==> src/logic/dcache_cfg.svh <==
`ifndef DCACHE_CFG_SVH
`define DCACHE_CFG_SVH

//////////////////////////////////////////////////
// data path widths
//////////////////////////////////////////////////

`define DC_ADDR_W       32
`define DC_WORD_BYTES   8

//////////////////////////////////////////////////
// cache geometry
//////////////////////////////////////////////////

`define DC_LINE_BYTES   32
`define DC_SETS         8
`define DC_WAYS         2

// one burst moves a whole line
`define DC_BEATS        (`DC_LINE_BYTES / `DC_WORD_BYTES)

`endif

==> src/logic/dcache_pkg.sv <==
`include "dcache_cfg.svh"

package dcache_pkg;

    // address and data words
    typedef logic [`DC_ADDR_W-1:0]          addr_t;
    typedef logic [`DC_WORD_BYTES*8-1:0]    word_t;
    typedef logic [`DC_WORD_BYTES-1:0]      strb_t;
    typedef logic [`DC_LINE_BYTES*8-1:0]    line_t;

    // address split: tag | index | word select | byte
    typedef logic [`DC_ADDR_W-$clog2(`DC_SETS)-$clog2(`DC_LINE_BYTES)-1:0] tag_t;
    typedef logic [$clog2(`DC_SETS)-1:0]    index_t;
    typedef logic [$clog2(`DC_BEATS)-1:0]   word_sel_t;
    typedef logic [$clog2(`DC_WAYS)-1:0]    way_t;

    typedef enum logic [1:0] {OP_NONE, OP_READ, OP_WRITE} cpu_op_e;

    // request sequencing
    typedef enum logic [2:0] {
        ST_IDLE, ST_LOOKUP, ST_REFILL, ST_EVICT, ST_ALLOCATE
    } ctrl_state_e;

    // burst engine
    typedef enum logic [2:0] {
        MV_IDLE, MV_AR, MV_R, MV_AW, MV_W, MV_B
    } mover_state_e;

endpackage

==> src/logic/dcache_way.sv <==
`include "dcache_cfg.svh"

module dcache_way (
    input  logic                  I_clk,
    input  logic                  I_rst,
    input  dcache_pkg::index_t    index,
    input  dcache_pkg::tag_t      lookup_tag,
    input  logic                  fill_en,
    input  dcache_pkg::tag_t      fill_tag,
    input  dcache_pkg::line_t     fill_line,
    input  logic                  word_en,
    input  dcache_pkg::word_sel_t word_sel,
    input  dcache_pkg::word_t     word_data,
    input  dcache_pkg::strb_t     word_strb,
    output logic                  hit,
    output logic                  valid,
    output logic                  dirty,
    output dcache_pkg::tag_t      tag,
    output dcache_pkg::line_t     line
);
    import dcache_pkg::*;

    logic [`DC_SETS-1:0] valid_bits;
    logic [`DC_SETS-1:0] dirty_bits;
    tag_t                tag_mem  [`DC_SETS];
    line_t               line_mem [`DC_SETS];
    line_t               merged;

    // lookup is purely combinational on the index
    assign valid = valid_bits[index];
    assign dirty = dirty_bits[index];
    assign tag   = tag_mem[index];
    assign line  = line_mem[index];
    assign hit   = valid && (tag == lookup_tag);

    // byte merge of the cpu word into the selected line
    always_comb begin
        merged = line_mem[index];
        for (int b = 0; b < `DC_WORD_BYTES; b++) begin
            if (word_strb[b]) begin
                merged[(word_sel * `DC_WORD_BYTES + b) * 8 +: 8] = word_data[b*8 +: 8];
            end
        end
    end

    always_ff @(posedge I_clk) begin
        if (I_rst) begin
            valid_bits <= '0;
            dirty_bits <= '0;
        end else if (fill_en) begin
            valid_bits[index] <= 1'b1;
            dirty_bits[index] <= 1'b0;
        end else if (word_en) begin
            dirty_bits[index] <= 1'b1;
        end
    end

    always_ff @(posedge I_clk) begin
        if (fill_en) begin
            tag_mem[index]  <= fill_tag;
            line_mem[index] <= fill_line;
        end else if (word_en) begin
            line_mem[index] <= merged;
        end
    end

    // install and cpu write come from different fsm states
    assert property (@(posedge I_clk) disable iff (I_rst) !(fill_en && word_en))
        else $error("way: fill and word write in the same cycle");

endmodule

==> config.mk <==
export PLATFORM = sky130hd
export DESIGN_NAME = dcache_way
export DESIGN_NICKNAME = d
export VERILOG_FILES = /design/src/logic/dcache_pkg.sv /design/src/logic/dcache_way.sv
export VERILOG_INCLUDE_DIRS = /design/src /design/src/logic
export SDC_FILE = /design/constraint.sdc
export NUM_CORES = 2
export LEC_CHECK = 0
export BUFFER_PORTS_ARGS = -buffer_cell sky130_fd_sc_hd__buf_2
export CAP_MARGIN = 15
export CORE_AREA = 2 2 472 474
export DETAILED_ROUTE_END_ITERATION = 8
export DIE_AREA = 0 0 474 476
export HOLD_SLACK_MARGIN = 0.05
export MAX_ROUTING_LAYER = met4
export SLEW_MARGIN = 0
export SYNTH_ARGS = -nofsm -noshare
export SYNTH_HDL_FRONTEND = slang
export SYNTH_SLANG_ARGS = --single-unit
==> constraint.sdc <==
create_clock -name I_clk -period 38.3 [get_ports I_clk]
set_clock_uncertainty 0.15 [all_clocks]
set_input_delay 7.66 -clock I_clk [delete_from_list [all_inputs] [get_ports I_clk]]
set_output_delay 7.66 -clock I_clk [all_outputs]
set_load 0.1 [all_outputs]
# [Word-level counts from Yosys, hierarchy flattened]
# Memory sizes are Yosys's and may differ from the RTL's.
# Cells that the tools add are included.
# W data, S select, Z words.
[classes] add_sub_neg=15 mul=0 div_mod_pow=0 order_cmp=2 n_eq_ne=1 shift=16 n_mux=30 bitwise=5 n_reduce_logical=3
[ops] operator="$mux W256" count=9
[ops] operator="$bwmux W256" count=8
[ops] operator="$shift A8 B34 Y256 const A" count=8
[ops] operator="$shiftx A8 B34 Y256" count=8
[ops] operator="$neg A9 Y34" count=7
[ops] operator="$neg A8 Y34" count=1
[ops] operator="$add A5 B3 Y6 const B" count=4
[ops] operator="$eq A24 B24 Y1" count=1
[ops] operator="$mux W8" count=2
[ops] operator="$or A8 B8 Y8" count=2
[ops] operator="$add A5 B2 Y6 const B" count=2
[ops] operator="$and A8 B8 Y8" count=1
[ops] operator="$mux W1" count=8
[ops] operator="$not A8 Y8" count=1
[ops] operator="$add A5 B1 Y6 const B" count=1
[ops] operator="$bmux W1 S3" count=2
[ops] operator="$lt A3 B4 Y1 const B" count=1
[ops] operator="$demux W1 S3" count=1
[ops] operator="$ge A3 B1 Y1 const B" count=1
[ops] operator="$logic_and A1 B1 Y1" count=2
[ops] operator="$reduce_bool A2 Y1" count=1
[ops] operator="$or A1 B1 Y1" count=1
[word_totals] register_bits=16 latchBits=0 ram_bits=2240 romBits=0 in_bits=385 out_inout_bits=283 word_cells=76 mem_count=2
[memory_table] name="line_mem" words=8 width=256 read_ports=1 rd_ports_with_merged_regs=0 wr=1 line_no="dcache_way.sv:26" text="line_t line_mem [`DC_SETS];"
[memory_table] name="tag_mem" words=8 width=24 read_ports=1 rd_ports_with_merged_regs=0 wr=1 line_no="dcache_way.sv:25" text="tag_t tag_mem [`DC_SETS];"

# [Longest topological paths before layout]
[depth] ltp_word=19 depth_mapped=11

# [Worst setup path before layout]
# No wires, ideal clock.
[synth_path] path_kind="input port to flip-flop" start="in index[1]" end="mem line_mem[5][0] in the netlist's numbering, enable pin" setup_ns=1.186 t_arrival_ns=25.849 t_required_ns=36.964 slack_ns=11.116 path_stages=6 path_cell_list="buf_6 buf_6 buf_4 nand2b_1 clkbuf_1 nor3_1"
[synth_rtl] item="start: declaration" line_no="dcache_way.sv:6" text="input dcache_pkg::index_t index,"
[synth_rtl] item="end: declaration" line_no="dcache_way.sv:26"
# No word-level cell before the write port.

# [Final worst setup path]
[layout_path] start="in index[1]" end="out line[31]"
[layout_via] elab_chain_cells=1
[layout_rtl] item="$mem_v2 Z8 W256"
[layout_rtl] item="end: declaration" line_no="dcache_way.sv:19" text="output dcache_pkg::line_t line"
# No other way between the ends.

==> results by group <==
Status
  – Status: finished, final reports clean

Synth
  – Ys Warns: 0
  – Synth cell count leaders: edfxtp_1 (2240), a221oi_1 (589), nor2_1 (577)
  – Seq/Total Area, Yosys: 77.1%
  – Share of the synthesized area in the top cell type: 76.7%
  – Top post-synthesis cells by area: edfxtp_1 (77%), a221oi_1 (5.9%), mux2i_1 (4.0%)
  – Cell with the most instances after synthesis: edfxtp_1
  – Post-synth cell types: 57
  – Post-synth top area cell: edfxtp_1
  – Post-Synthesis Cells: 5213
  – Syn_nets: 5603
  – Syn Std Cell Area: 87700 um2
  – EDFF count, synth: 2240
  – Register bit total from synthesis: 2256
  – Post-Syn Area per Cell: 16.8 um2
  – Post-synth top flop: edfxtp_1
  – Post-synth ARST share: 0%

Worst setup path
  – Critical Path Start Type: input pin
  – Worst-path maximum fanout: 80
  – Internal reg-to-reg setup slack: 35870 ps
  – CP Capture Type: primary output
  – Worst Path Required: 30490 ps
  – CP arrival: 12800 ps
  – Critical path type: input pin to primary output

GRT
  – Total GRT Usage: 27.9%
  – Initial antenna violation count: 56
  – Largest net degree at the start of global routing: 127
  – First-pass GRT wire length: 425000 um
  – Vias in the first global route: 52029
  – Total gr overflow: 0

Power
  – Comb pwr share: 12.3%
  – Pleak: 34.2 nW
  – Sw Share: 27.1%
  – P_int: 0.00419 W
  – Register share of total power: 49.6%
  – PD cells: 56.2 nW/um2
  – Clk pwr share: 38.1%
  – Design Power: 0.00574 W
  – Max rail drop VDD: 0.0455 mV
  – Sw power: 0.00155 W

Detailed routing
  – Initial DRC Count: 6916
  – Vias per inst: 6.09
  – Drt first pass iters: 6
  – Remaining antenna violation count: 0
  – Residual DRC count: 0
  – Total routed wirelength: 313000 um
  – DR WL/cell: 34.3 um
  – DR vias: 55498

Clocking
  – Worst-path clk slew: 60 ps
  – CTS tree: done
  – Worst-skew pair later-pin latency: 900 ps
  – H-tree depth: 4
  – Clock buffer depth: 3
  – CTS Buf Count: 226
  – CTS resizes: 0
  – Hold-fix buffers at CTS: 0
  – Root Driver: clkbuf_16
  – Post-CTS Setup Bufs: 0
  – Sinks on Clock Net: 2256

Place
  – I/O Buffers: 667
  – DP Wirelength: 191000 um
  – Placed Instances: 8652
  – RePlAce Congestion: 0.851
  – Pre-CTS worst setup slack: 17700 ps

STA
  – Worst slew pin tran: 1300 ps
  – Final setup margin: 17690 ps
  – Unrepaired setup endpoints after global routing: no
  – Relative slew margins: 13.0%
  – Setup TNS: 0 ps
  – Tcrit/Tclk final: 53.8%
  – Min Tclk post-route: 20610 ps
  – Max Slew Vio Count: 0
  – Hold Worst Slack: 321 ps
  – Final hold viol count: 0
  – Finish-stage setup viols: 0
  – F_max: 0.0485 GHz

Floorplanning
  – Die area: 226000 um2
  – Row count: 173
  – Die height: 476 um
  – IO Count: 668
  – Die span in x: 474 um
  – Initial Util: 39.7%
  – Core Region: 221000 um2

Min path
  – Min-delay worst type: flip-flop to flip-flop

Final layout
  – Share of post-route cells with drive strength above 1: 21.3%
  – Layout Nets: 6295
  – Final Non-Filler Cells: 9110
  – Fillers: 19112
  – Area delta synth->final: 16.5%

Flow run
  – Max-cap violations: 0
sequential cells by signal, summed over array words and instances, names as in the netlist, named ones only:
register,flops
tag_mem,192
valid_bits,8
line_mem,2048
worst paths after layout:
| path | start | to | cells past startpoint |
|---|---|---|---|
| hold / removal | valid_bits[4]$_SDFFE_PP0P_ | valid_bits[4]$_SDFFE_PP0P_ | 2 |
| hold reg to reg | valid_bits[4]$_SDFFE_PP0P_ | valid_bits[4]$_SDFFE_PP0P_ | 2 |
| setup / recovery | index[1] | line[31] | 10 |
| setup reg to reg | line_mem[5][31]$_DFFE_PP_ | line_mem[4][31]$_DFFE_PP_ | 5 |
power by group through the flow:
stage	Sequential, W	Clock (W)	Combinational [W]
global route	0.00285	0.00230	0.000733
CTS	0.00285	0.00221	0.000707
detailed placement	0.00290	0	0.000706
global placement	0.00289	0	0.000699
finish	0.00285	0.00218	0.000709
floorplan	0.00293	0	0.000461
cell type report:
| cell class | instances | area, um2 | share of cell area, % |
|---|---|---|---|
| Sequential cell | 2256 | 67600 | 66.2 |
| Timing Repair Buffer | 796 | 4510 | 4.41 |
| Clock buffer | 282 | 5910 | 5.79 |
| Antenna cell | 36 | 90.1 | 0.0882 |
| Clock inverter | 140 | 1380 | 1.35 |
| Tap cell | 2975 | 3720 | 3.65 |
| Multi-Input combinational cell | 2614 | 18900 | 18.5 |
| Inverter | 11 | 46.3 | 0.0453 |
layer usage:
metal	GRT usage, %	share of wire, %	up-vias
met5	-	0	-
met4	13.5	5.5	0
met3	6.27	9.8	538
met2	41.7	46	3251
met1	36.1	39	28782
li1	-	-	22927
cells by family after synthesis:
logic type	Yosys count	synth area share [%]
AOI/OAI and AO/OA	1225	10.9
xor gates and xnor gates	15	0.150
adders and majority gates	5	0.0714
buffers and inverters	343	1.67
DFF	2256	77.1
muxes	495	6.11
and+or+nand+nor	874	3.99
layout by cell type, fill, tap and decap left out, types with 14 or more instances in the layout:
cell,instances
mux2i_1,348
buf_2,664
dfxtp_1,16
clkinv_1,63
a221oi_1,589
nor2_1,560
o211ai_1,44
nor3_1,14
clkbuf_16,228
nand2_1,218
mux2_2,127
buf_4,116
diode_2,36
bufinv_16,20
clkinv_2,35
a22oi_1,318
o21ai_0,53
mux4_2,19
clkbuf_1,54
o22ai_1,182
edfxtp_1,2240
metrics by stage:
step                util [%]  area, um2
floorplan                  -      87700
global placement        42.8      94700
detailed placement      42.9      94700
CTS                     46.2     102000
global route            46.2     102000
finish                  46.2     102000
worst max-delay path: stages:
cell,delay (ps)
buf_8,400
buf_12,520
buf_4,590
nand2b_4,440
nor2_4,200
buf_4,720
buf_4,720
a22oi_1,180
o21ai_0,450
buf_2,600
Note: power is estimated with default switching activity, not from simulation.
