### src/logic/dcache_cfg.svh
`ifndef DCACHE_CFG_SVH
`define DCACHE_CFG_SVH

//////////////////////////////////////////////////
// data path widths
//////////////////////////////////////////////////

`define DC_ADDR_W       32
`define DC_WORD_BYTES   8

//////////////////////////////////////////////////
// cache geometry
//////////////////////////////////////////////////

`define DC_LINE_BYTES   32
`define DC_SETS         8
`define DC_WAYS         2

// one burst moves a whole line
`define DC_BEATS        (`DC_LINE_BYTES / `DC_WORD_BYTES)

`endif

### src/logic/dcache_pkg.sv
`include "dcache_cfg.svh"

package dcache_pkg;

    // address and data words
    typedef logic [`DC_ADDR_W-1:0]          addr_t;
    typedef logic [`DC_WORD_BYTES*8-1:0]    word_t;
    typedef logic [`DC_WORD_BYTES-1:0]      strb_t;
    typedef logic [`DC_LINE_BYTES*8-1:0]    line_t;

    // address split: tag | index | word select | byte
    typedef logic [`DC_ADDR_W-$clog2(`DC_SETS)-$clog2(`DC_LINE_BYTES)-1:0] tag_t;
    typedef logic [$clog2(`DC_SETS)-1:0]    index_t;
    typedef logic [$clog2(`DC_BEATS)-1:0]   word_sel_t;
    typedef logic [$clog2(`DC_WAYS)-1:0]    way_t;

    typedef enum logic [1:0] {OP_NONE, OP_READ, OP_WRITE} cpu_op_e;

    // request sequencing
    typedef enum logic [2:0] {
        ST_IDLE, ST_LOOKUP, ST_REFILL, ST_EVICT, ST_ALLOCATE
    } ctrl_state_e;

    // burst engine
    typedef enum logic [2:0] {
        MV_IDLE, MV_AR, MV_R, MV_AW, MV_W, MV_B
    } mover_state_e;

endpackage

### src/logic/dcache_line_mover.sv
`include "dcache_cfg.svh"

module dcache_line_mover (
    input  logic               I_clk,
    input  logic               I_rst,
    input  logic               refill_start,
    input  logic               evict_start,
    input  dcache_pkg::index_t index,
    input  dcache_pkg::tag_t   refill_tag,
    input  dcache_pkg::tag_t   victim_tag,
    input  dcache_pkg::line_t  victim_line,
    output logic               refill_done,
    output logic               evict_done,
    output dcache_pkg::line_t  fill_line,
    output dcache_pkg::addr_t  mem_araddr,
    output logic               mem_arvalid,
    input  logic               mem_arready,
    input  dcache_pkg::word_t  mem_rdata,
    input  logic               mem_rvalid,
    input  logic               mem_rlast,
    output dcache_pkg::addr_t  mem_awaddr,
    output logic               mem_awvalid,
    input  logic               mem_awready,
    output dcache_pkg::word_t  mem_wdata,
    output logic               mem_wvalid,
    output logic               mem_wlast,
    input  logic               mem_wready,
    input  logic               mem_bvalid
);
    import dcache_pkg::*;

    localparam int LINE_OFF_W = $clog2(`DC_LINE_BYTES);
    localparam int BEAT_W     = `DC_WORD_BYTES * 8;

    mover_state_e state;
    word_sel_t    beat_cnt;
    line_t        line_buf;
    logic         w_fire;

    //////////////////////////////////////////////////
    // channel outputs
    //////////////////////////////////////////////////

    // line aligned, tag and index are held by the ctrl
    assign mem_araddr  = {refill_tag, index, {LINE_OFF_W{1'b0}}};
    assign mem_awaddr  = {victim_tag, index, {LINE_OFF_W{1'b0}}};
    assign mem_arvalid = (state == MV_AR);
    assign mem_awvalid = (state == MV_AW);
    assign mem_wvalid  = (state == MV_W);
    assign mem_wdata   = victim_line[beat_cnt*BEAT_W +: BEAT_W];
    assign mem_wlast   = mem_wvalid && (beat_cnt == word_sel_t'(`DC_BEATS - 1));
    assign w_fire      = mem_wvalid && mem_wready;
    assign evict_done  = (state == MV_B) && mem_bvalid;
    assign fill_line   = line_buf;

    //////////////////////////////////////////////////
    // burst fsm
    //////////////////////////////////////////////////

    always_ff @(posedge I_clk) begin
        if (I_rst) begin
            state       <= MV_IDLE;
            beat_cnt    <= '0;
            refill_done <= 1'b0;
        end else begin
            refill_done <= (state == MV_R) && mem_rvalid && mem_rlast;
            case (state)
                MV_IDLE: begin
                    if (refill_start) begin
                        state <= MV_AR;
                    end else if (evict_start) begin
                        state <= MV_AW;
                    end
                end
                MV_AR: if (mem_arready) state <= MV_R;
                MV_R: if (mem_rvalid && mem_rlast) state <= MV_IDLE;
                MV_AW: begin
                    if (mem_awready) begin
                        state    <= MV_W;
                        beat_cnt <= '0;
                    end
                end
                MV_W: begin
                    if (w_fire) begin
                        beat_cnt <= beat_cnt + 1'b1;
                        if (mem_wlast) state <= MV_B;
                    end
                end
                MV_B: if (mem_bvalid) state <= MV_IDLE;
                default: state <= MV_IDLE;
            endcase
        end
    end

    // read beats shift in from the top, word 0 ends lowest
    always_ff @(posedge I_clk) begin
        if ((state == MV_R) && mem_rvalid) begin
            line_buf <= {mem_rdata, line_buf[$bits(line_t)-1:BEAT_W]};
        end
    end

    assert property (@(posedge I_clk) disable iff (I_rst) refill_start |-> state == MV_IDLE)
        else $error("line_mover: refill requested while a burst is running");

endmodule

### config.mk
export PLATFORM = sky130hd
export DESIGN_NAME = dcache_line_mover
export DESIGN_NICKNAME = d
export VERILOG_FILES = /design/src/logic/dcache_pkg.sv /design/src/logic/dcache_line_mover.sv
export VERILOG_INCLUDE_DIRS = /design/src /design/src/logic
export SDC_FILE = /design/constraint.sdc
export NUM_CORES = 1
export LEC_CHECK = 0
export BUFFER_PORTS_ARGS = -buffer_cell sky130_fd_sc_hd__buf_2
export CAP_MARGIN = 20
export CORE_AREA = 4 4 301 303
export CTS_CLUSTER_SIZE = 16
export DETAILED_ROUTE_END_ITERATION = 7
export DIE_AREA = 0 0 305 307
export GPL_TIMING_DRIVEN = 1
export PLACE_DENSITY_LB_ADDON = 0.2
export SYNTH_ARGS = -nofsm -noshare
export SYNTH_HDL_FRONTEND = slang
export SYNTH_SLANG_ARGS = --single-unit
### constraint.sdc
create_clock -name I_clk -period 6.7 [get_ports I_clk]
set_clock_uncertainty 0.05 [all_clocks]
set_input_delay 1.005 -clock I_clk [delete_from_list [all_inputs] [get_ports I_clk]]
set_output_delay 1.005 -clock I_clk [all_outputs]
set_load 0.005 [all_outputs]
Yosys cells after proc, flatten, opt, wreduce, memory -nomap -nowiden
Index checks and enable logic that the tools add are counted.
Widths: inputs -> output; s select.

operators by class
  $add $sub $neg = 1
  eq/ne operators = 13
  shift-type cells = 1
  muxes and demuxes = 12
  reductions and logical operators = 10

operators by type and width
  kind                 number
  $shiftx 256x9->64    1
  $mux 3               8
  $pmux 3 s6           1
  $ne 2x1->1 const B   5
  $reduce_and 7->1     1
  $eq 3x2->1 const B   2
  $eq 3x3->1 const B   2
  $logic_and 1x1->1    6
  $mux 2               2
  $pmux 2 s2           1
  $eq 3x1->1 const B   1
  $logic_not 3->1      1
  $ne 3x3->1 const B   1
  $reduce_and 3->1     1
  $add 2x1->2 const B  1
  $eq 2x2->1 const B   1
  $ne 2x2->1 const B   1
  $reduce_bool 2->1    1

word-level totals
  flip-flop bits (word level) = 262
  bits of input ports = 381
  logic and storage cells = 41

Longest topological paths before layout
  depth after elaboration = 5
  depth in mapped cells = 4
  mapped depth without buffers = 4

Worst setup path before layout
OpenSTA, ideal clock, no wires.

  kind = input to register
  start = input mem_rvalid
  end = register line_buf[0] (netlist: fill_line[0]), enable pin
  data arrival time = 4,520 ps
  data required time = 6,122 ps
  path slack = 1,602 ps
  stages = 1
  path buffers = 0
  path through = and4bb_2

between the ends
  word-level cells in the longest chain between the ends = 1

ends and longest elaborated chain
  element               line                     RTL
  start, declared       dcache_line_mover.sv:19  input logic mem_rvalid,
  $logic_and 1x1->1     dcache_line_mover.sv:97  if ((state == MV_R) && mem_rvalid) begin
  end signal, assigned  dcache_line_mover.sv:98  line_buf <= {mem_rdata, line_buf[$bits(line_t)-1:BEAT_W]};
  end, declared         dcache_line_mover.sv:37  line_t line_buf;

No other way between the ends.
A chain may end at the register's enable or synchronous reset.

Final worst setup path
  start = register beat_cnt[0]
  end = output mem_wdata[13]

between the ends
  word-level cells in the longest chain between the ends = 1

ends and longest elaborated chain
  element                 line                     RTL
  start, declared         dcache_line_mover.sv:36  word_sel_t beat_cnt;
  start signal, assigned  dcache_line_mover.sv:85  beat_cnt <= beat_cnt + 1'b1;
  $shiftx 256x9->64       dcache_line_mover.sv:50  assign mem_wdata = victim_line[beat_cnt*BEAT_W +: BEAT_W];
  end, declared           dcache_line_mover.sv:24  output dcache_pkg::word_t mem_wdata,

No other way between the ends.

==> results.tsv <==
metric	value	unit
outcome	complete, no violations	
power.leakage	5.90	nW
rows	109	
worstHoldStart	fill_line[227]	
critPathLaunchType	register	
timing.final.crit_share	57.4	%
setup_viol	0	
worst_setup_path_end_kind	primary output	
drcViolationCount	0	
dp_cells	2196	
first_iter_violations	342	
postCtsHoldBufs	0	
place.gp.congestion	0.880	
core_area	88000	um^2
antenna_found_initial	19	
netSwitchingFraction	23.0	%
fin_nets	1445	
period_needed	3840	ps
first_global_vias	7424	
crit_buf_inv	2	
layout-drive-gt1-share	71.2	%
yosys_warnings	0	
rrSetupSlack	4110	ps
grt-ovfl-total	0	
max_cap_violations	0	
start_util	11.5	%
dp_hpwl	35800	um
netSwitchingPower	0.894	mW
final_util	17.4	%
cts_resized	0	
rsz0062_at_grt	false	
tightest_slew	910	ps
die_area	93600	um^2
final_common_cell	buf_2	
stdcell_count	2252	
placed_area	14300	um^2
syn_avg_cell_area	22.8	um^2
track_usage	8.58	%
htreeDepth	1	
finalInstanceArea	15300	um^2
crit_type	reg2out	
syn-instance-count	443	
power.density	254	nW/um^2
clkTransAtPathRegs	60	ps
cts_sinks	262	
grt_pass1_wl	58700	um
cts_buffer_depth	3	
ys_seq_area_share	77.4	%
power.share.clock	42.2	%
fmax	260	MHz
finalWirelength	43200	um
synth_area	10100	um^2
placement.io_buffers	655	
cts_buffers	30	
r2r_cells	2	
path_cells	buf_4, mux4_2, buf_2	
drv_slew	0	
layout_common_cells	buf_2 (655), edfxtp_1 (256), mux4_2 (64)	
io-pin-count	771	
ant_nets	0	
setup_tns	0	ps
wl_per_cell	19.2	um
cts_setup_buffers	0	
vias	6779	
cp_max_fo	44	
max_stage_delay	930	ps
cts_root_buf	clkbuf_16	
fill_cells	9740	
synth.distinct_cells	29	
worstSkewPairLatency	590	ps
synth.largest_area_cell	edfxtp_1	
grt_max_degree	133	
viasPerCell	3.01	
synth_area_leaders	edfxtp_1 (76%), mux4_2 (14%), buf_4 (4.9%), dfxtp_1 (1.2%), buf_6 (0.56%)	
required	5640	ps
cts_tree	built	
area_delta_synth_final	51.7	%
first_pass_iters	6	
power_frac_comb	8.2	%
r2r-end	fill_line[191]	
seqPwrFrac	49.5	%
min_to	fill_line[163]	
synth_top_area_share	76.2	%
maxSlewHeadroom	39.3	%
critPathSlowestCell	dfxtp_4	
r2r-start	state[0]	
hold_violations	0	
die_w	305	um
arrival	2790	ps
critPathTopFamily	flip-flops	
p_int	3.00	mW
fp.dieH	307	um
vdd_ir_drop_max	160	uV
ys_seq_elements	262	
min_path_type	reg2reg	
hold_depth	0	
-- synth_stat cells, drive strengths merged --
cell and number:
buf 80, a211oi 1, o31ai 1, and2 1
o211a 1, nand2 4, edfxtp 256, o2111ai 2
nor3 1, clkbuf 1, a21oi 3, conb 1
ha 1, dfxtp 6, nand4 1, inv 2
nand4bb 1, and3 2, nand3 2, nor2 2
o221ai 1, nand4b 1, mux4 64, nand2b 4
mux2 1, and4bb 1, nor3b 2
-- registers in the layout, indices dropped and copies added (netlist names) --
signal,flops
fill_line,256
state,3
beat_cnt,2
refill_done,1
-- routing by layer --
| layer | part of all wire, % | wire length, um | vias to the layer above | track usage (%) |
|---|---|---|---|---|
| li1 | - | - | 2998 | - |
| met1 | 35 | 15300 | 3264 | 9.30 |
| met2 | 53 | 22900 | 439 | 15.8 |
| met3 | 9.7 | 4220 | 72 | 3.57 |
| met4 | 1.9 | 800 | 6 | 1.46 |
| met5 | 0.095 | 41 | - | 0 |
-- logic make-up (layout without fill, tap and decap cells) --
kind of cell               Yosys count  count (layout)  synth area share [%]
other                                1              12                0.0372
and+or+nand+nor                     22              22                  1.34
AOI/OAI and AO/OA                    9               9                 0.658
adders and majority gates            1               1                 0.124
buffers and inverters               83             716                  6.03
DFF                                262             262                  77.4
muxes                               65              65                  14.4
-- power by group through the flow --
stage | Sequential [mW] | Clock (mW) | Combinational (mW)
floorplan | 1.97 | 0 | 0.121
global placement | 1.96 | 0 | 0.334
detailed placement | 1.96 | 0 | 0.330
CTS | 1.93 | 1.73 | 0.330
global route | 1.94 | 1.80 | 0.349
finish | 1.93 | 1.64 | 0.320
-- area by class of cell --
class                           instances  area [um^2]  share of cell area (%)
Clock buffer                           35          769                    5.03
Multi-Input combinational cell        107         1710                    11.2
Timing Repair Buffer                  660         3330                    21.8
Tap cell                             1165         1460                    9.53
Sequential cell                       262         7810                    51.1
Clock inverter                         19          211                    1.38
Inverter                                2         7.51                  0.0491
Antenna cell                            2         5.00                  0.0327
-- through the flow --
stage	setup WS [ps]	power, mW	hold slack, ps
after CTS	2680	3.99	393
after global placement	3310	2.29	377
after detailed placement	3310	2.29	378
after floorplan	1600	2.09	402
after global routing	2570	4.09	394
final	2860	3.89	391
-- how the worst max path moves through the flow --
stage | startpoint | to | slack [ps] | cells after the start
after floorplan | mem_rvalid | fill_line[0] | 1600 | 1
after global placement | beat_cnt[0] | mem_wdata[54] | 3310 | 3
after detailed placement | beat_cnt[0] | mem_wdata[13] | 3310 | 3
after CTS | beat_cnt[0] | mem_wdata[13] | 2680 | 3
after global routing | beat_cnt[0] | mem_wdata[20] | 2570 | 3
final | beat_cnt[0] | mem_wdata[13] | 2860 | 3
(Power assumes the default switching activity.)
