## src/logic/dcache_cfg.svh

```systemverilog
`ifndef DCACHE_CFG_SVH
`define DCACHE_CFG_SVH

//////////////////////////////////////////////////
// data path widths
//////////////////////////////////////////////////

`define DC_ADDR_W       32
`define DC_WORD_BYTES   8

//////////////////////////////////////////////////
// cache geometry
//////////////////////////////////////////////////

`define DC_LINE_BYTES   32
`define DC_SETS         8
`define DC_WAYS         2

// one burst moves a whole line
`define DC_BEATS        (`DC_LINE_BYTES / `DC_WORD_BYTES)

`endif

```

## src/logic/dcache_pkg.sv

```systemverilog
`include "dcache_cfg.svh"

package dcache_pkg;

    // address and data words
    typedef logic [`DC_ADDR_W-1:0]          addr_t;
    typedef logic [`DC_WORD_BYTES*8-1:0]    word_t;
    typedef logic [`DC_WORD_BYTES-1:0]      strb_t;
    typedef logic [`DC_LINE_BYTES*8-1:0]    line_t;

    // address split: tag | index | word select | byte
    typedef logic [`DC_ADDR_W-$clog2(`DC_SETS)-$clog2(`DC_LINE_BYTES)-1:0] tag_t;
    typedef logic [$clog2(`DC_SETS)-1:0]    index_t;
    typedef logic [$clog2(`DC_BEATS)-1:0]   word_sel_t;
    typedef logic [$clog2(`DC_WAYS)-1:0]    way_t;

    typedef enum logic [1:0] {OP_NONE, OP_READ, OP_WRITE} cpu_op_e;

    // request sequencing
    typedef enum logic [2:0] {
        ST_IDLE, ST_LOOKUP, ST_REFILL, ST_EVICT, ST_ALLOCATE
    } ctrl_state_e;

    // burst engine
    typedef enum logic [2:0] {
        MV_IDLE, MV_AR, MV_R, MV_AW, MV_W, MV_B
    } mover_state_e;

endpackage

```

## src/logic/dcache_ctrl.sv

```systemverilog
`include "dcache_cfg.svh"

module dcache_ctrl (
    input  logic                  I_clk,
    input  logic                  I_rst,
    input  dcache_pkg::cpu_op_e   cpu_op,
    input  dcache_pkg::addr_t     cpu_addr,
    input  dcache_pkg::word_t     cpu_wdata,
    input  dcache_pkg::strb_t     cpu_wstrb,
    output logic                  cpu_ready,
    output logic                  cpu_rvalid,
    output dcache_pkg::word_t     cpu_rdata,
    output logic                  cpu_bvalid,
    input  logic                  any_hit,
    input  dcache_pkg::way_t      hit_way,
    input  dcache_pkg::way_t      victim_way,
    input  logic                  victim_dirty,
    input  dcache_pkg::word_t     read_word,
    output dcache_pkg::index_t    index,
    output dcache_pkg::tag_t      lookup_tag,
    output dcache_pkg::word_sel_t word_sel,
    output logic [`DC_WAYS-1:0]   fill_en,
    output logic [`DC_WAYS-1:0]   word_en,
    output dcache_pkg::word_t     word_data,
    output dcache_pkg::strb_t     word_strb,
    output logic                  refill_start,
    output logic                  evict_start,
    input  logic                  refill_done,
    input  logic                  evict_done
);
    import dcache_pkg::*;

    localparam int WORD_OFF_W = $clog2(`DC_WORD_BYTES);

    ctrl_state_e state;
    ctrl_state_e state_nxt;
    cpu_op_e     req_op;
    tag_t        req_tag;
    index_t      req_index;
    word_sel_t   req_sel;
    word_t       req_wdata;
    strb_t       req_wstrb;
    way_t        victim_q;
    logic        accept;
    logic        lookup_hit;

    assign cpu_ready    = (state == ST_IDLE);
    assign accept       = cpu_ready && (cpu_op != OP_NONE);
    assign lookup_hit   = (state == ST_LOOKUP) && any_hit;
    assign cpu_rvalid   = lookup_hit && (req_op == OP_READ);
    assign cpu_bvalid   = lookup_hit && (req_op == OP_WRITE);
    assign cpu_rdata    = read_word;
    assign refill_start = (state == ST_LOOKUP) && !any_hit;
    assign evict_start  = (state == ST_REFILL) && refill_done && victim_dirty;

    // the held request addresses the ways for the whole miss
    assign index      = req_index;
    assign lookup_tag = req_tag;
    assign word_sel   = req_sel;
    assign word_data  = req_wdata;
    assign word_strb  = req_wstrb;

    always_comb begin
        fill_en = '0;
        word_en = '0;
        if (state == ST_ALLOCATE) fill_en[victim_q] = 1'b1;
        if (cpu_bvalid) word_en[hit_way] = 1'b1;
    end

    always_ff @(posedge I_clk) begin
        if (accept) begin
            {req_tag, req_index, req_sel} <= cpu_addr[`DC_ADDR_W-1:WORD_OFF_W];
            req_wdata <= cpu_wdata;
            req_wstrb <= cpu_wstrb;
        end
    end

    //////////////////////////////////////////////////
    // request fsm
    //////////////////////////////////////////////////

    always_ff @(posedge I_clk) begin
        if (I_rst) begin
            state    <= ST_IDLE;
            req_op   <= OP_NONE;
            victim_q <= '0;
        end else begin
            state <= state_nxt;
            if (accept) req_op <= cpu_op;
            // victim fixed at the miss, the set does not change until install
            if (refill_start) victim_q <= victim_way;
        end
    end

    always_comb begin
        state_nxt = state;
        case (state)
            ST_IDLE: if (accept) state_nxt = ST_LOOKUP;
            ST_LOOKUP: state_nxt = any_hit ? ST_IDLE : ST_REFILL;
            ST_REFILL: begin
                if (refill_done) begin
                    state_nxt = victim_dirty ? ST_EVICT : ST_ALLOCATE;
                end
            end
            ST_EVICT: if (evict_done) state_nxt = ST_ALLOCATE;
            // lookup again, now a hit
            ST_ALLOCATE: state_nxt = ST_LOOKUP;
            default: state_nxt = ST_IDLE;
        endcase
    end

endmodule

```

## config.mk

```make
export PLATFORM = sky130hd
export DESIGN_NAME = dcache_ctrl
export DESIGN_NICKNAME = d
export VERILOG_FILES = /design/src/logic/dcache_pkg.sv /design/src/logic/dcache_ctrl.sv
export VERILOG_INCLUDE_DIRS = /design/src /design/src/logic
export SDC_FILE = /design/constraint.sdc
export NUM_CORES = 1
export LEC_CHECK = 0
export ABC_AREA = 1
export BUFFER_PORTS_ARGS = -buffer_cell sky130_fd_sc_hd__clkbuf_2
export CAP_MARGIN = 25
export CORE_AREA = 10 10 129 131
export DETAILED_ROUTE_END_ITERATION = 16
export DIE_AREA = 0 0 139 141
export GPL_TIMING_DRIVEN = 0
export SLEW_MARGIN = 5
export SYNTH_ARGS = -nofsm -noshare
export SYNTH_HDL_FRONTEND = slang
export SYNTH_SLANG_ARGS = --single-unit
```

## constraint.sdc

```tcl
create_clock -name I_clk -period 15.9 [get_ports I_clk]
set_input_delay 0 -clock I_clk [delete_from_list [all_inputs] [get_ports I_clk]]
set_output_delay 0 -clock I_clk [all_outputs]
set_load 0.02 [all_outputs]
```

-- After elaboration in Yosys (flattened, before gate mapping)
Cells that the tools add are included.
- muxes and demuxes: 12
- equal/unequal tests: 9
- magnitude comparators: 4
- reduce and logical (&&, ||, !) cells: 13
- operator list (kind ; count):
    3-bit one-hot mux with 5 select lines ; 1
    3-bit two-way mux ; 4
    1-bit logical AND ; 9
    3-bit by 2-bit equality test with 1-bit output, second input constant ; 2
    2-bit two-way mux ; 3
    1-bit by 2-bit less-than comparator with 1-bit output, second input constant ; 2
    2-bit != test, second input constant ; 2
    3-bit by 1-bit equality test with 1-bit output, second input constant ; 1
    3-bit equality test, second input constant ; 1
    3-bit logical NOT ; 1
    3-bit AND reduction ; 1
    1-bit demux with 1-bit select ; 2
    2-bit by 1-bit equality test with 1-bit output, second input constant ; 1
    2-bit equality test, second input constant ; 1
    1-bit >= comparator, second input constant ; 2
    1-bit two-way mux ; 2
    2-bit by 1-bit != test with 1-bit output, second input constant ; 1
    2-bit nonzero test ; 1
    1-bit logical NOT ; 1
- logic and storage cells: 46
- output and inout port bits: 174
- register bits after elaboration: 107

-- Logic depth before layout (Yosys ltp)
- word-level depth: 5
- gate-level depth with buffers: 6
- mapped depth without buffers: 6

-- Worst setup path after synthesis
OpenSTA, ideal clock, no wires.
- path kind: register to register
- from: reg state[0]
- to: reg req_index[0], in the netlist index[0] (enable)
- data arrival time: 7401 ps
- period minus slack after synthesis: 8085 ps
- path slack: 7815 ps
- buffers on the path: 0
- stages on the path, launching flop included: 4
- library setup time: 684 ps
- cell sequence: dfxtp_1 nor2_2 inv_2 nor3_1
- cells in the longest elaborated chain, start to end: 2
- ends and longest elaborated chain (what ; RTL line ; source):
    start: declaration ; dcache_ctrl.sv:35 ; ctrl_state_e state;
    start signal: assignment ; dcache_ctrl.sv:88 ; state <= state_nxt;
    3-bit logical NOT ; dcache_ctrl.sv:47 ; assign cpu_ready = (state == ST_IDLE);
    1-bit logical AND ; dcache_ctrl.sv:48 ; assign accept = cpu_ready && (cpu_op != OP_NONE);
    named net accept ; dcache_ctrl.sv:44 ; logic accept;
    end signal: assignment ; dcache_ctrl.sv:72 ; {req_tag, req_index, req_sel} <= cpu_addr[`DC_ADDR_W-1:WORD_OFF_W];
    end: declaration ; dcache_ctrl.sv:39 ; index_t req_index;
The timed path passes the listed nets, and every way through them passes these cells.
A chain may end at the register's enable or synchronous reset.

-- Worst setup path after layout
- from: reg state[0]
- to: reg req_wdata[34], in the netlist word_data[34] (enable)
- cells in the longest elaborated chain, start to end: 2
- ends and longest elaborated chain (what ; RTL line ; source):
    3-bit logical NOT ; dcache_ctrl.sv:47 ;
    1-bit logical AND ; dcache_ctrl.sv:48 ;
    named net accept ; dcache_ctrl.sv:44 ;
    end signal: assignment ; dcache_ctrl.sv:73 ; req_wdata <= cpu_wdata;
    end: declaration ; dcache_ctrl.sv:41 ; word_t req_wdata;
The timed path passes the listed nets, and every way through them passes these cells.

==> flow_summary.toml <==
[grt]
overflow = 0
antenna_found_initial = 1
grt_start_max_net_pins = 22
grt_pass1_wl_um = 23200
grt_pass1_vias = 3777
grt_use_total_pct = 15.2

[placed_design]
numPortBuffers = 284
place_hpwl_um = 12400
gp_congestion = 0.838

[drt]
final_antenna_net_count = 0
viasPerCell = 4.03
drc = 0
vias = 3345
postRouteWirelength_um = 15500
wl_per_cell_um = 18.7
drt_iter0_drc = 128
first_pass_iters = 4

[yosys]
syn_nets = 407
ys.flop_type = "edfxtp_1"
yosys-top-cells-area = "edfxtp_1 78%, buf_4 12%, dfxtp_1 3.1%"
avgSynthCellArea_um2 = 17.0
async_flop_share_pct = 0
netlist_area_um2 = 3890
synth-seq-cells = 107
yosysSeqAreaShare_pct = 81.1
yosysUniqueCellTypes = 15
yosys.area.top_type_share_pct = 78.0
ys_warn_count = 0
synth-edff-count = 101
synth_largest_area_cell = "edfxtp_1"
syn_inst = 229

[timing]
hold_viol_final = 0
setup_violations = 0
fmax_mhz = 401
slew_headroom_pct = 67.0
post-route-period-util_pct = 15.7
hold_slack_ns = 0.0502
setup-tns-final_ns = 0
max_slew.worst_pin.slew_ns = 0.492
fin_worst_skew_ns = 0.00800
slew_viol_final = 0
layout_min_cycle_time_ns = 2.49
rsz0062_at_grt = "no"

[min_path]
hold_depth = 5
min_to = "state[0]"
min_path_type = "in -> reg"
hold_path_startpoint = "victim_dirty"

[floorplanning]
coreArea_um2 = 14200
fp-row-count = 44
die-area_um2 = 19600
die_w_um = 139
num_io_pins = 352
die_h_um = 141
initial_utilization_pct = 27.4

[clock_tree]
htreeDepth = 3
cts_buffers = 9
cts.sinks = 107
cts_tree = "done"
clkTransAtPathRegs_ns = 0.08
clock-root-buffer = "clkbuf_16"
cts_setup_buffers = 0
clock_path_buffers = 2
clk_latency_ns = 0.34

[finish]
register_area_um2 = 3150
layout.nets = 819
diodes = 0
final_layout_size_suffix_gt1_share_pct = 58.7
num-fill-cells = 1232
area_growth_syn_to_layout_pct = 80.4
layout_commonest_cell = "clkbuf_2"
mostFrequentLayoutCells = "284 x clkbuf_2, 108 x dlygate4sd3_1, 101 x edfxtp_1"
multi_input_area_um2 = 206

[critical_path]
critPathMaxFanout = 12
rr_startpoint = "state[0]"
worst_setup_path_end_kind = "register"
timing.rr.end = "word_data[34]"
crit_required_ns = 15.94
cp.arrival_ns = 2.54
critPathKind = "reg -> reg"
reg2regPathDepth = 8
ff2ff_setup_slack_ns = 13.41
start_kind = "register"

[power_and_ir_drop]
ir_drop_mv = 0.0504
total_power_uw = 848
p_leak_nw = 3.32
p_per_area_nw_per_um2 = 121

[status]
status = "completed"

[run]
drv_cap = 0
per-stage QoR:
| step | cells | instance area (um^2) | utilization, % | setup slack [ns] |
|---|---|---|---|---|
| after floorplan | 229 | 3890 | - | 7.81 |
| after global placement | 697 | 5540 | 39.0 | 5.37 |
| after detailed placement | 706 | 5630 | 39.6 | 13.35 |
| after CTS | 830 | 7010 | 49.4 | 13.33 |
| after global routing | 830 | 7010 | 49.4 | 13.16 |
| final | 830 | 7010 | 49.4 | 13.41 |
how the worst max path moves through the flow:
stage / from / to / slack [ns] / cells after the start
final: state[0] / word_data[34] / 13.41 / 8
after global routing: state[0] / word_data[34] / 13.16 / 8
after CTS: state[0] / word_data[34] / 13.33 / 8
after detailed placement: state[0] / word_data[62] / 13.35 / 8
after global placement: state[0] / word_data[62] / 5.37 / 3
after floorplan: state[0] / index[0] / 7.81 / 3
synth_stat cells, types with 2 or more instances:
library cell / count
edfxtp_1: 101
buf_4: 64
nand2_1: 15
dfxtp_1: 6
a21oi_1: 3
nand4_1: 3
inv_1: 12
inv_2: 2
nor2_1: 13
nor3_1: 2
nand3_1: 4
cell type report:
type	count	area share, %
buffer	64	6.85
clock buffer	9	3.21
clock inverter	7	1.14
inverter	14	0.749
multi-input combinational	44	2.94
sequential	107	45.0
tap	184	3.28
timing repair buffer	401	36.9
power by group:
group | switching, mW | internal, mW | total, mW
logic | 0.149 | 0.0867 | 0.236
registers | 0.0162 | 0.373 | 0.389
clock network | 0.109 | 0.113 | 0.222
critical path, cell delays in order, from the launching register on:
cell and delay, ns:
dfxtp_1 0.38, nor2_2 0.18, inv_2 0.08, nor3_2 0.39, buf_4 0.30, buf_4 0.23
buf_4 0.23, buf_6 0.17, buf_4 0.21
metal layers:
layer | global-route usage (%) | up-vias | routed length [um]
li1 | - | 1563 | -
met1 | 15.2 | 1538 | 5280
met2 | 28.1 | 230 | 8370
met3 | 6.92 | 12 | 1670
met4 | 3.84 | 2 | 145
met5 | 0 | - | 13
cells by family (layout without fill, tap and decap cells):
family | Yosys count | after routing | synth area share (%)
flops | 107 | 107 | 81.1
compound gates | 4 | 4 | 0.515
buf+inv | 78 | 495 | 13.7
simple gates | 40 | 40 | 4.67
repair_timing:
item / CTS / global route
endpoints found under the hold margin: 107 / 0
hold buffers: 108 / 0
gates resized for setup: 0 / 0
flip-flops by register name, summed over array words and instances, names as in the netlist:
signal / cells
word_data: 64
lookup_tag: 24
word_strb: 8
index: 3
state: 3
req_op: 2
word_sel: 2
victim_q: 1
Note: power is estimated with default switching activity, not from simulation.
