<file path="src/logic/dcache_cfg.svh">
`ifndef DCACHE_CFG_SVH
`define DCACHE_CFG_SVH

//////////////////////////////////////////////////
// data path widths
//////////////////////////////////////////////////

`define DC_ADDR_W       32
`define DC_WORD_BYTES   8

//////////////////////////////////////////////////
// cache geometry
//////////////////////////////////////////////////

`define DC_LINE_BYTES   32
`define DC_SETS         8
`define DC_WAYS         2

// one burst moves a whole line
`define DC_BEATS        (`DC_LINE_BYTES / `DC_WORD_BYTES)

`endif

</file>
<file path="src/logic/dcache_pkg.sv">
`include "dcache_cfg.svh"

package dcache_pkg;

    // address and data words
    typedef logic [`DC_ADDR_W-1:0]          addr_t;
    typedef logic [`DC_WORD_BYTES*8-1:0]    word_t;
    typedef logic [`DC_WORD_BYTES-1:0]      strb_t;
    typedef logic [`DC_LINE_BYTES*8-1:0]    line_t;

    // address split: tag | index | word select | byte
    typedef logic [`DC_ADDR_W-$clog2(`DC_SETS)-$clog2(`DC_LINE_BYTES)-1:0] tag_t;
    typedef logic [$clog2(`DC_SETS)-1:0]    index_t;
    typedef logic [$clog2(`DC_BEATS)-1:0]   word_sel_t;
    typedef logic [$clog2(`DC_WAYS)-1:0]    way_t;

    typedef enum logic [1:0] {OP_NONE, OP_READ, OP_WRITE} cpu_op_e;

    // request sequencing
    typedef enum logic [2:0] {
        ST_IDLE, ST_LOOKUP, ST_REFILL, ST_EVICT, ST_ALLOCATE
    } ctrl_state_e;

    // burst engine
    typedef enum logic [2:0] {
        MV_IDLE, MV_AR, MV_R, MV_AW, MV_W, MV_B
    } mover_state_e;

endpackage

</file>
<file path="src/logic/dcache_hit_select.sv">
`include "dcache_cfg.svh"

module dcache_hit_select (
    input  logic [`DC_WAYS-1:0]   way_hit,
    input  logic [`DC_WAYS-1:0]   way_valid,
    input  logic [`DC_WAYS-1:0]   way_dirty,
    input  dcache_pkg::tag_t      way_tag  [`DC_WAYS],
    input  dcache_pkg::line_t     way_line [`DC_WAYS],
    input  dcache_pkg::word_sel_t word_sel,
    output logic                  any_hit,
    output dcache_pkg::way_t      hit_way,
    output dcache_pkg::way_t      victim_way,
    output logic                  victim_dirty,
    output dcache_pkg::tag_t      victim_tag,
    output dcache_pkg::line_t     victim_line,
    output dcache_pkg::word_t     read_word
);
    import dcache_pkg::*;

    localparam int BEAT_W = `DC_WORD_BYTES * 8;

    assign any_hit = |way_hit;

    // downward scan so the lowest matching way wins
    always_comb begin
        hit_way    = '0;
        victim_way = '0;
        for (int w = `DC_WAYS - 1; w >= 0; w--) begin
            if (way_hit[w]) begin
                hit_way = way_t'(w);
            end
            if (!way_valid[w]) begin
                victim_way = way_t'(w);
            end
        end
    end

    // victim view, feeds the writeback burst
    assign victim_dirty = way_dirty[victim_way];
    assign victim_tag   = way_tag[victim_way];
    assign victim_line  = way_line[victim_way];

    assign read_word = way_line[hit_way][word_sel*BEAT_W +: BEAT_W];

    // a line is never installed in two ways of one set
    always_comb begin
        assert final ($isunknown(way_hit) || $onehot0(way_hit))
            else $error("hit_select: more than one way hits");
    end

endmodule

</file>
<file path="config.mk">
export PLATFORM = sky130hd
export DESIGN_NAME = dcache_hit_select
export DESIGN_NICKNAME = d
export VERILOG_FILES = /design/src/logic/dcache_pkg.sv /design/src/logic/dcache_hit_select.sv
export VERILOG_INCLUDE_DIRS = /design/src /design/src/logic
export SDC_FILE = /design/constraint.sdc
export NUM_CORES = 1
export LEC_CHECK = 0
export BUFFER_PORTS_ARGS = -buffer_cell sky130_fd_sc_hd__buf_2
export CAP_MARGIN = 25
export CORE_AREA = 2 2 357 359
export DETAILED_ROUTE_END_ITERATION = 12
export DIE_AREA = 0 0 359 361
export GPL_ROUTABILITY_DRIVEN = 0
export PLACE_DENSITY = 0.35
export SLEW_MARGIN = 20
export SYNTH_ARGS = -nofsm -noshare
export SYNTH_HDL_FRONTEND = slang
export SYNTH_SLANG_ARGS = --single-unit
</file>
<file path="constraint.sdc">
create_clock -name vclk -period 2.7
set_clock_uncertainty 0.15 [all_clocks]
set_input_delay 0.54 -clock vclk [all_inputs]
set_output_delay 0.54 -clock vclk [all_outputs]
set_load 0.03 [all_outputs]
</file>
# After elaboration in Yosys (flattened, before gate mapping)
# Cells that the tools add are included.
[word_totals] register_bits=0 latchBits=0 mem_bits_rw=0 romBits=0 in_bits=568 output_inout_bits=348 wordCells=22 n_memories=0
[op_classes] add_sub_neg=0 n_mul=0 div_mod_pow=0 magnitude_cmp=3 n_eq_ne=0 shifts=1 n_mux=15 bitwise_logic=2 reduce_logical=1
[ops] cell="$mux W256" n=6
[ops] cell="$shiftx A256 B9 Y64" n=1
[ops] cell="$mux W24" n=3
[ops] cell="$mux W1" n=6
[ops] cell="$ge A2 B2 Y1 const B" n=2
[ops] cell="$not A1 Y2" n=2
[ops] cell="$lt A1 B2 Y1 const B" n=1
[ops] cell="$reduce_or A2 Y1" n=1

# Logic depth before layout (Yosys ltp)
# Gate-level depths: netlist of the first run.
[depth] depth_word=7 depth_mapped=6

# Worst setup path before layout of the first run
# No wires, ideal clock.
[synth_path] path_kind="in2out" from="in way_hit[0]" to="out read_word[1]" arrival_ps=1970 t_required_ps=2010 path_slack_ps=40 path_stages=6 n_path_buf=2 cell_sequence="nand2b_4 -> buf_6 -> buf_6 -> inv_2 -> mux4_2 -> mux2_2"
[synth_via] elab_chain_len=6
[synth_rtl] element="start: declaration" line_no="dcache_hit_select.sv:4" text="input logic [`DC_WAYS-1:0] way_hit,"
[synth_rtl] element="$mux W1" line_no="dcache_hit_select.sv:29" text="if (way_hit[w]) begin"
[synth_rtl] element="net hit_way" line_no="dcache_hit_select.sv:11" text="output dcache_pkg::way_t hit_way,"
[synth_rtl] element="$not A1 Y2 (not written as such)" line_no="dcache_hit_select.sv:43" text="assign read_word = way_line[hit_way][word_sel*BEAT_W +: BEAT_W];"
[synth_rtl] element="$mux W256 (not written as such) (3 in a row)" line_no="dcache_hit_select.sv:43"
[synth_rtl] element="$shiftx A256 B9 Y64" line_no="dcache_hit_select.sv:43"
[synth_rtl] element="end: declaration" line_no="dcache_hit_select.sv:16" text="output dcache_pkg::word_t read_word"
# The timed path passes the listed nets, and every way through them passes these cells. The select of a mux whose other input is x is not followed.

# Worst setup path after layout of the first run
[layout_path] from="in way_hit[0]" to="out read_word[25]"
[layout_via] elab_chain_len=6
[layout_rtl] element="$mux W1" line_no="dcache_hit_select.sv:29"
[layout_rtl] element="$not A1 Y2 (not written as such)" line_no="dcache_hit_select.sv:43"
[layout_rtl] element="$mux W256 (not written as such) (3 in a row)" line_no="dcache_hit_select.sv:43"
[layout_rtl] element="$shiftx A256 B9 Y64" line_no="dcache_hit_select.sv:43"
# No other way between the ends. The select of a mux whose other input is x is not followed.

==> results of run 1 <==
==> worst max path at each step <==
stage                     slack, ns             to  startpoint
after global routing          -0.33  read_word[52]  way_hit[0]
after CTS                     -0.33  read_word[52]  way_hit[0]
after floorplan                0.04   read_word[1]  way_hit[0]
after detailed placement      -0.36  read_word[12]  way_hit[0]
after global placement        -0.31   read_word[3]  way_hit[0]
final                         -0.29  read_word[25]  way_hit[0]
==> layer usage <==
layer  GRT usage, %  routed length, µm
met2           22.9              43000
met3           3.63               8040
met4           2.19               2460
met5              0                160
met1           17.5              39300
==> cell families after synthesis <==
family,synth area share (%)
buffers and inverters,5.92
and+or+nand+nor,44.2
muxes,49.9
==> power by group <==
part	switching (mW)	internal, mW	total, mW
Clock	0	0.000000707	0.000000707
Combinational	2.36	1.54	3.90
Sequential	0	0	0
Total	2.36	1.54	3.90
==> layout make-up <==
cell class	count	share of cell area, %
inverters	2	0.177
multi-input cells	1038	44.5
repair buffers	1050	41.8
diodes	14	0.225
well taps	1650	13.3
==> cells in the mapped netlist <==
library cell | count | area share (%)
inv_2 | 1 | 0.052
nand2b_4 | 1 | 0.19
clkbuf_1 | 81 | 4.2
or2_2 | 1 | 0.087
nand2b_1 | 1 | 0.087
mux4_2 | 128 | 40
buf_6 | 6 | 0.94
mux2_2 | 64 | 10
buf_1 | 1 | 0.052
inv_1 | 1 | 0.052
nand2_1 | 843 | 44
buf_2 | 9 | 0.62
==> critical path, delay by kind of cell <==
family	cells	cell delay (ns)
buffers and inverters	5	0.64
muxes	2	0.95
and+or+nand+nor	1	0.13
==> what timing repair did <==
action | CTS | global route
endpoints found under the setup margin | 78 | 75
gates cloned | 3 | 0
gates resized for setup | 129 | 33
buffers inserted | 7 | 8
==> metrics by stage <==
step	setup WS (ns)	power, mW
after global routing	-0.332	4.13
after CTS	-0.326	3.89
final	-0.293	3.90
after detailed placement	-0.356	3.68
after floorplan	0.0400	1.99
after global placement	-0.310	3.69
==> summary.md, run 1 <==
| Metric | Value |
|---|---|
| Number of global-route vias before repair | 12800 |
| Via density per instance | 3.43 |
| Hold Crit Class | input pin to primary output |
| Status | complete, but fails checks |
| Core Util, Final | 12.4% |
| Initial core utilization | 5.76% |
| P&R area growth vs syn | 115% |
| Global Route Usage Sum | 13.6% |
| Worst-Margin Slew | 0.381 ns |
| Nets@finish | 2660 |
| Non-filler cells, final | 3754 |
| CP most frequent cell | buf_12 |
| Crit path launch type | input pin |
| Port Buffers | 916 |
| # DRC | 0 |
| Num sequential | 0 |
| # fillers | 14800 |
| Most frequent cells in the layout | buf_2, nand2_1, mux4_2 |
| Detailed Routing Iterations Pass 1 | 5 |
| Crit path cell chain | buf_8, nand2b_4, buf_12, buf_12, buf_16, mux4_2, mux2_4, buf_6 |
| Fin Setup TNS | -12.64 ns |
| Multi-input gate area | 0.00692 mm² |
| Ys Warns | 0 |
| Synth unique cells | 12 |
| Hold endpoint | victim_tag[2] |
| Hold slack | 1.27 ns |
| Slowest cell delay on critical path | 0.63 ns |
| Critical path fanouts, max | 6 |
| Largest net degree at the start of global routing | 43 |
| CTS Hold Bufs | 0 |
| Dpl cell area | 0.0148 mm² |
| Fin. Hold Viols | 0 |
| Syn avg cell area | 6.35 µm² |
| Core Rows | 130 |
| Hold path cells | 4 |
| Sequential area share after synthesis | 0% |
| Period utilization | 111% |
| Commonest non-fill, non-tap cell in the layout | buf_2 |
| Placed Cells incl. Taps | 3723 |
| FF+latch area | 0 µm² |
| Routed wire per std cell | 24.8 µm |
| Final setup viols | 64 |
| Worst rel slew slack | 74.6% |
| Die area | 0.130 mm² |
| CP max-delay cell | mux4_2 |
| CP Data Arrival Time | 2.30 ns |
| DP HPWL | 84300 µm |
| Failing checks | negative setup slack |
| Max-cap violations | 0 |
| CP Capture Type | primary output |
| Peak Freq | 0.334 GHz |
| Power density over cell area | 251 mW/mm² |
| Hold path startpoint | way_tag[2] |
| Syn nets | 1705 |
| Peak supply drop | 0.104 mV |
| Final Cell Area | 0.0155 mm² |
| Initial antenna violation count | 117 |
| Final slew viol count | 0 |
| Total gr overflow | 0 |
| Mapped Area | 0.00722 mm² |
| RSZ-0062 raised after global routing | yes |
| Initial DRC Count | 893 |
| Core ar. | 0.125 mm² |
| Via count | 12900 |
| Req. time, crit path | 2.01 ns |
| Tmin final | 2.99 ns |
| Leakage | 8.35 nW |
| Share of cells above drive strength 1 | 59.7% |
| Final Routed Wirelength | 93000 µm |
| Die width | 359 µm |
| Die H | 361 µm |
| Final ANT Viol Nets | 0 |
| # IOs | 916 |
| Final WS setup | -0.293 ns |
| First-pass GRT wire length | 121000 µm |
| Synthesized netlist cell count | 1137 |
| Clock buffers | 0 |
| WS Path Type | input pin to primary output |
Power figures use the tool's default switching activity.
==> run 2: changes to the inputs <==
CORE_AREA = 2 2 353 355   (was 2 2 357 359)
DIE_AREA = 0 0 355 357   (was 0 0 359 361)
clock period = 3.86 ns   (was 2.7 ns; I/O delays follow)
==> summary.md, run 2 (synthesis results as in run 1) <==
| Metric | Value |
|---|---|
| Crit path launch type | input pin |
| Peak Freq | 0.282 GHz |
| Final Cell Area | 0.0144 mm² (-7.5%) |
| Die H | 357 µm (-1.1%) |
| CP Data Arrival Time | 2.63 ns (+0.33 ns) |
| Tmin final | 3.55 ns |
| Clock buffers | 0 (unchanged) |
| Share of cells above drive strength 1 | 57.9% (-1.7 points) |
| Detailed Routing Iterations Pass 1 | 5 (unchanged) |
| Critical path fanouts, max | 33 (+27) |
| Crit path cell chain | buf_2, nand2b_4, buf_12, buf_4, mux4_2, mux2_2, buf_2 |
| Worst rel slew slack | 66.9% (-7.7 points) |
| Final Routed Wirelength | 93400 µm (+0.51%) |
| Dpl cell area | 0.0144 mm² (-2.8%) |
| Die area | 0.127 mm² (-2.2%) |
| Postcts setup bufs | 0 (-7) |
| Hold path cells | 4 (unchanged) |
| P&R area growth vs syn | 99.1% |
| # DRC | 0 (unchanged) |
| Peak supply drop | 0.0703 mV (-33%) |
| Final ANT Viol Nets | 0 (unchanged) |
| Nets@finish | 2574 (-3.2%) |
| Final setup viols | 0 (-100%) |
| Multi-input gate area | 0.00680 mm² (-1.7%) |
| Hold endpoint | victim_tag[2] |
| CTS Hold Bufs | 0 (unchanged) |
| First-pass GRT wire length | 118000 µm (-2.5%) |
| Slowest cell delay on critical path | 0.50 ns (-0.13 ns) |
| Routed wire per std cell | 25.6 µm (+3.3%) |
| CP most frequent cell | buf_2 |
| Final WS setup | 0.312 ns (+0.605 ns) |
| Core Rows | 129 (-0.77%) |
| Initial DRC Count | 914 (+2.4%) |
| Global Route Usage Sum | 13.8% (+0.24 points) |
| Via count | 12500 (-3.0%) |
| Worst Setup SP | way_hit[0] |
| Commonest non-fill, non-tap cell in the layout | buf_2 |
| RSZ-0062 raised after global routing | no |
| Req. time, crit path | 2.94 ns (+0.93 ns) |
| DP HPWL | 86100 µm (+2.1%) |
| Overall Power | 2.53 mW (-35%) |
| Most frequent cells in the layout | buf_2, nand2_1, mux4_2 |
| Post-CTS Resized | 0 (-100%) |
| Post-place setup slack | 0.293 ns (+0.650 ns) |
| Final slew viol count | 0 (unchanged) |
| CP max-delay cell | mux4_2 |
| Largest net degree at the start of global routing | 90 (+110%) |
| Port Buffers | 916 (unchanged) |
| # IOs | 916 (unchanged) |
| Total gr overflow | 0 (unchanged) |
| Period utilization | 91.9% |
| Hold Crit Class | input pin to primary output |
| FF+latch area | 0 µm² (unchanged) |
| Initial core utilization | 5.87% (+0.11 points) |
| Die width | 355 µm (-1.1%) |
| Initial antenna violation count | 131 (+12%) |
| Hold path startpoint | way_tag[2] |
| Status | finished clean |
| Via density per instance | 3.42 (-0.27%) |
| Core ar. | 0.123 mm² (-1.9%) |
| Num sequential | 0 (unchanged) |
| Fin. Hold Viols | 0 (unchanged) |
| Fin Setup TNS | 0 ns (+12.64 ns) |
| Power density over cell area | 176 mW/mm² (-30%) |
| # fillers | 14600 (-1.4%) |
| Leakage | 7.66 nW (-8.3%) |
| CP Capture Type | primary output |
| Number of global-route vias before repair | 11900 (-6.5%) |
| Worst-Margin Slew | 0.497 ns (+0.116 ns) |
| WS Path Type | input pin to primary output |
| Max-cap violations | 0 (unchanged) |
[run 2: changes by cell type in the layout (fill, tap and decap cells not counted)]
cell,before,now
clkinv_8,1,0
inv_2,0,1
clkbuf_4,1,0
mux2_4,32,0
mux2_2,32,64
buf_12,34,38
buf_6,50,1
buf_16,5,0
diode_2,14,12
buf_4,95,34
buf_8,7,0
buf_2,858,891
[run 2: layout make-up]
type                            count  share of cell area, %
Antenna cell                       12                  0.209
Multi-Input combinational cell   1038                   47.3
Timing Repair Buffer              964                   38.2
Tap cell                         1637                   14.2
Inverter                            2                  0.104
[run 2: critical path: cells and delay by family]
family	cells	cell delay, ns
buf+inv	4	0.81
mux	2	0.81
simple gates	1	0.16
[run 2: worst max path at each step]
stage | to | slack, ns | cells past startpoint
6_report | read_word[63] | 0.31 | 7
5_1_grt | read_word[63] | 0.23 | 7
4_1_cts | read_word[63] | 0.29 | 7
3_5_place_dp | read_word[63] | 0.29 | 7
3_3_place_gp | read_word[63] | 0.30 | 7
2_1_floorplan | read_word[1] | 0.74 | 6
[run 2: through the flow]
| stage | hold slack (ns) | std cells | util, % |
|---|---|---|---|
| 4_1_cts | 1.73 | 3641 | 11.7 |
| 3_3_place_gp | 1.73 | 3641 | 11.7 |
| 6_report | 1.73 | 3653 | 11.7 |
| 2_1_floorplan | 1.57 | 1137 | - |
| 3_5_place_dp | 1.73 | 3641 | 11.7 |
| 5_1_grt | 1.77 | 3644 | 11.7 |
[run 2: layer usage]
layer	up-vias	share of wire (%)	GRT usage (%)
li1	5523	-	-
met1	5857	40	17.2
met2	863	47	23.6
met4	40	1.9	1.12
met3	220	11	4.90
met5	-	0.26	0
[run 2: power breakdown]
part,internal [mW],switching (mW)
Combinational,0.931,1.60
Clock,0.000000425,0
Sequential,0,0
Total,0.931,1.60
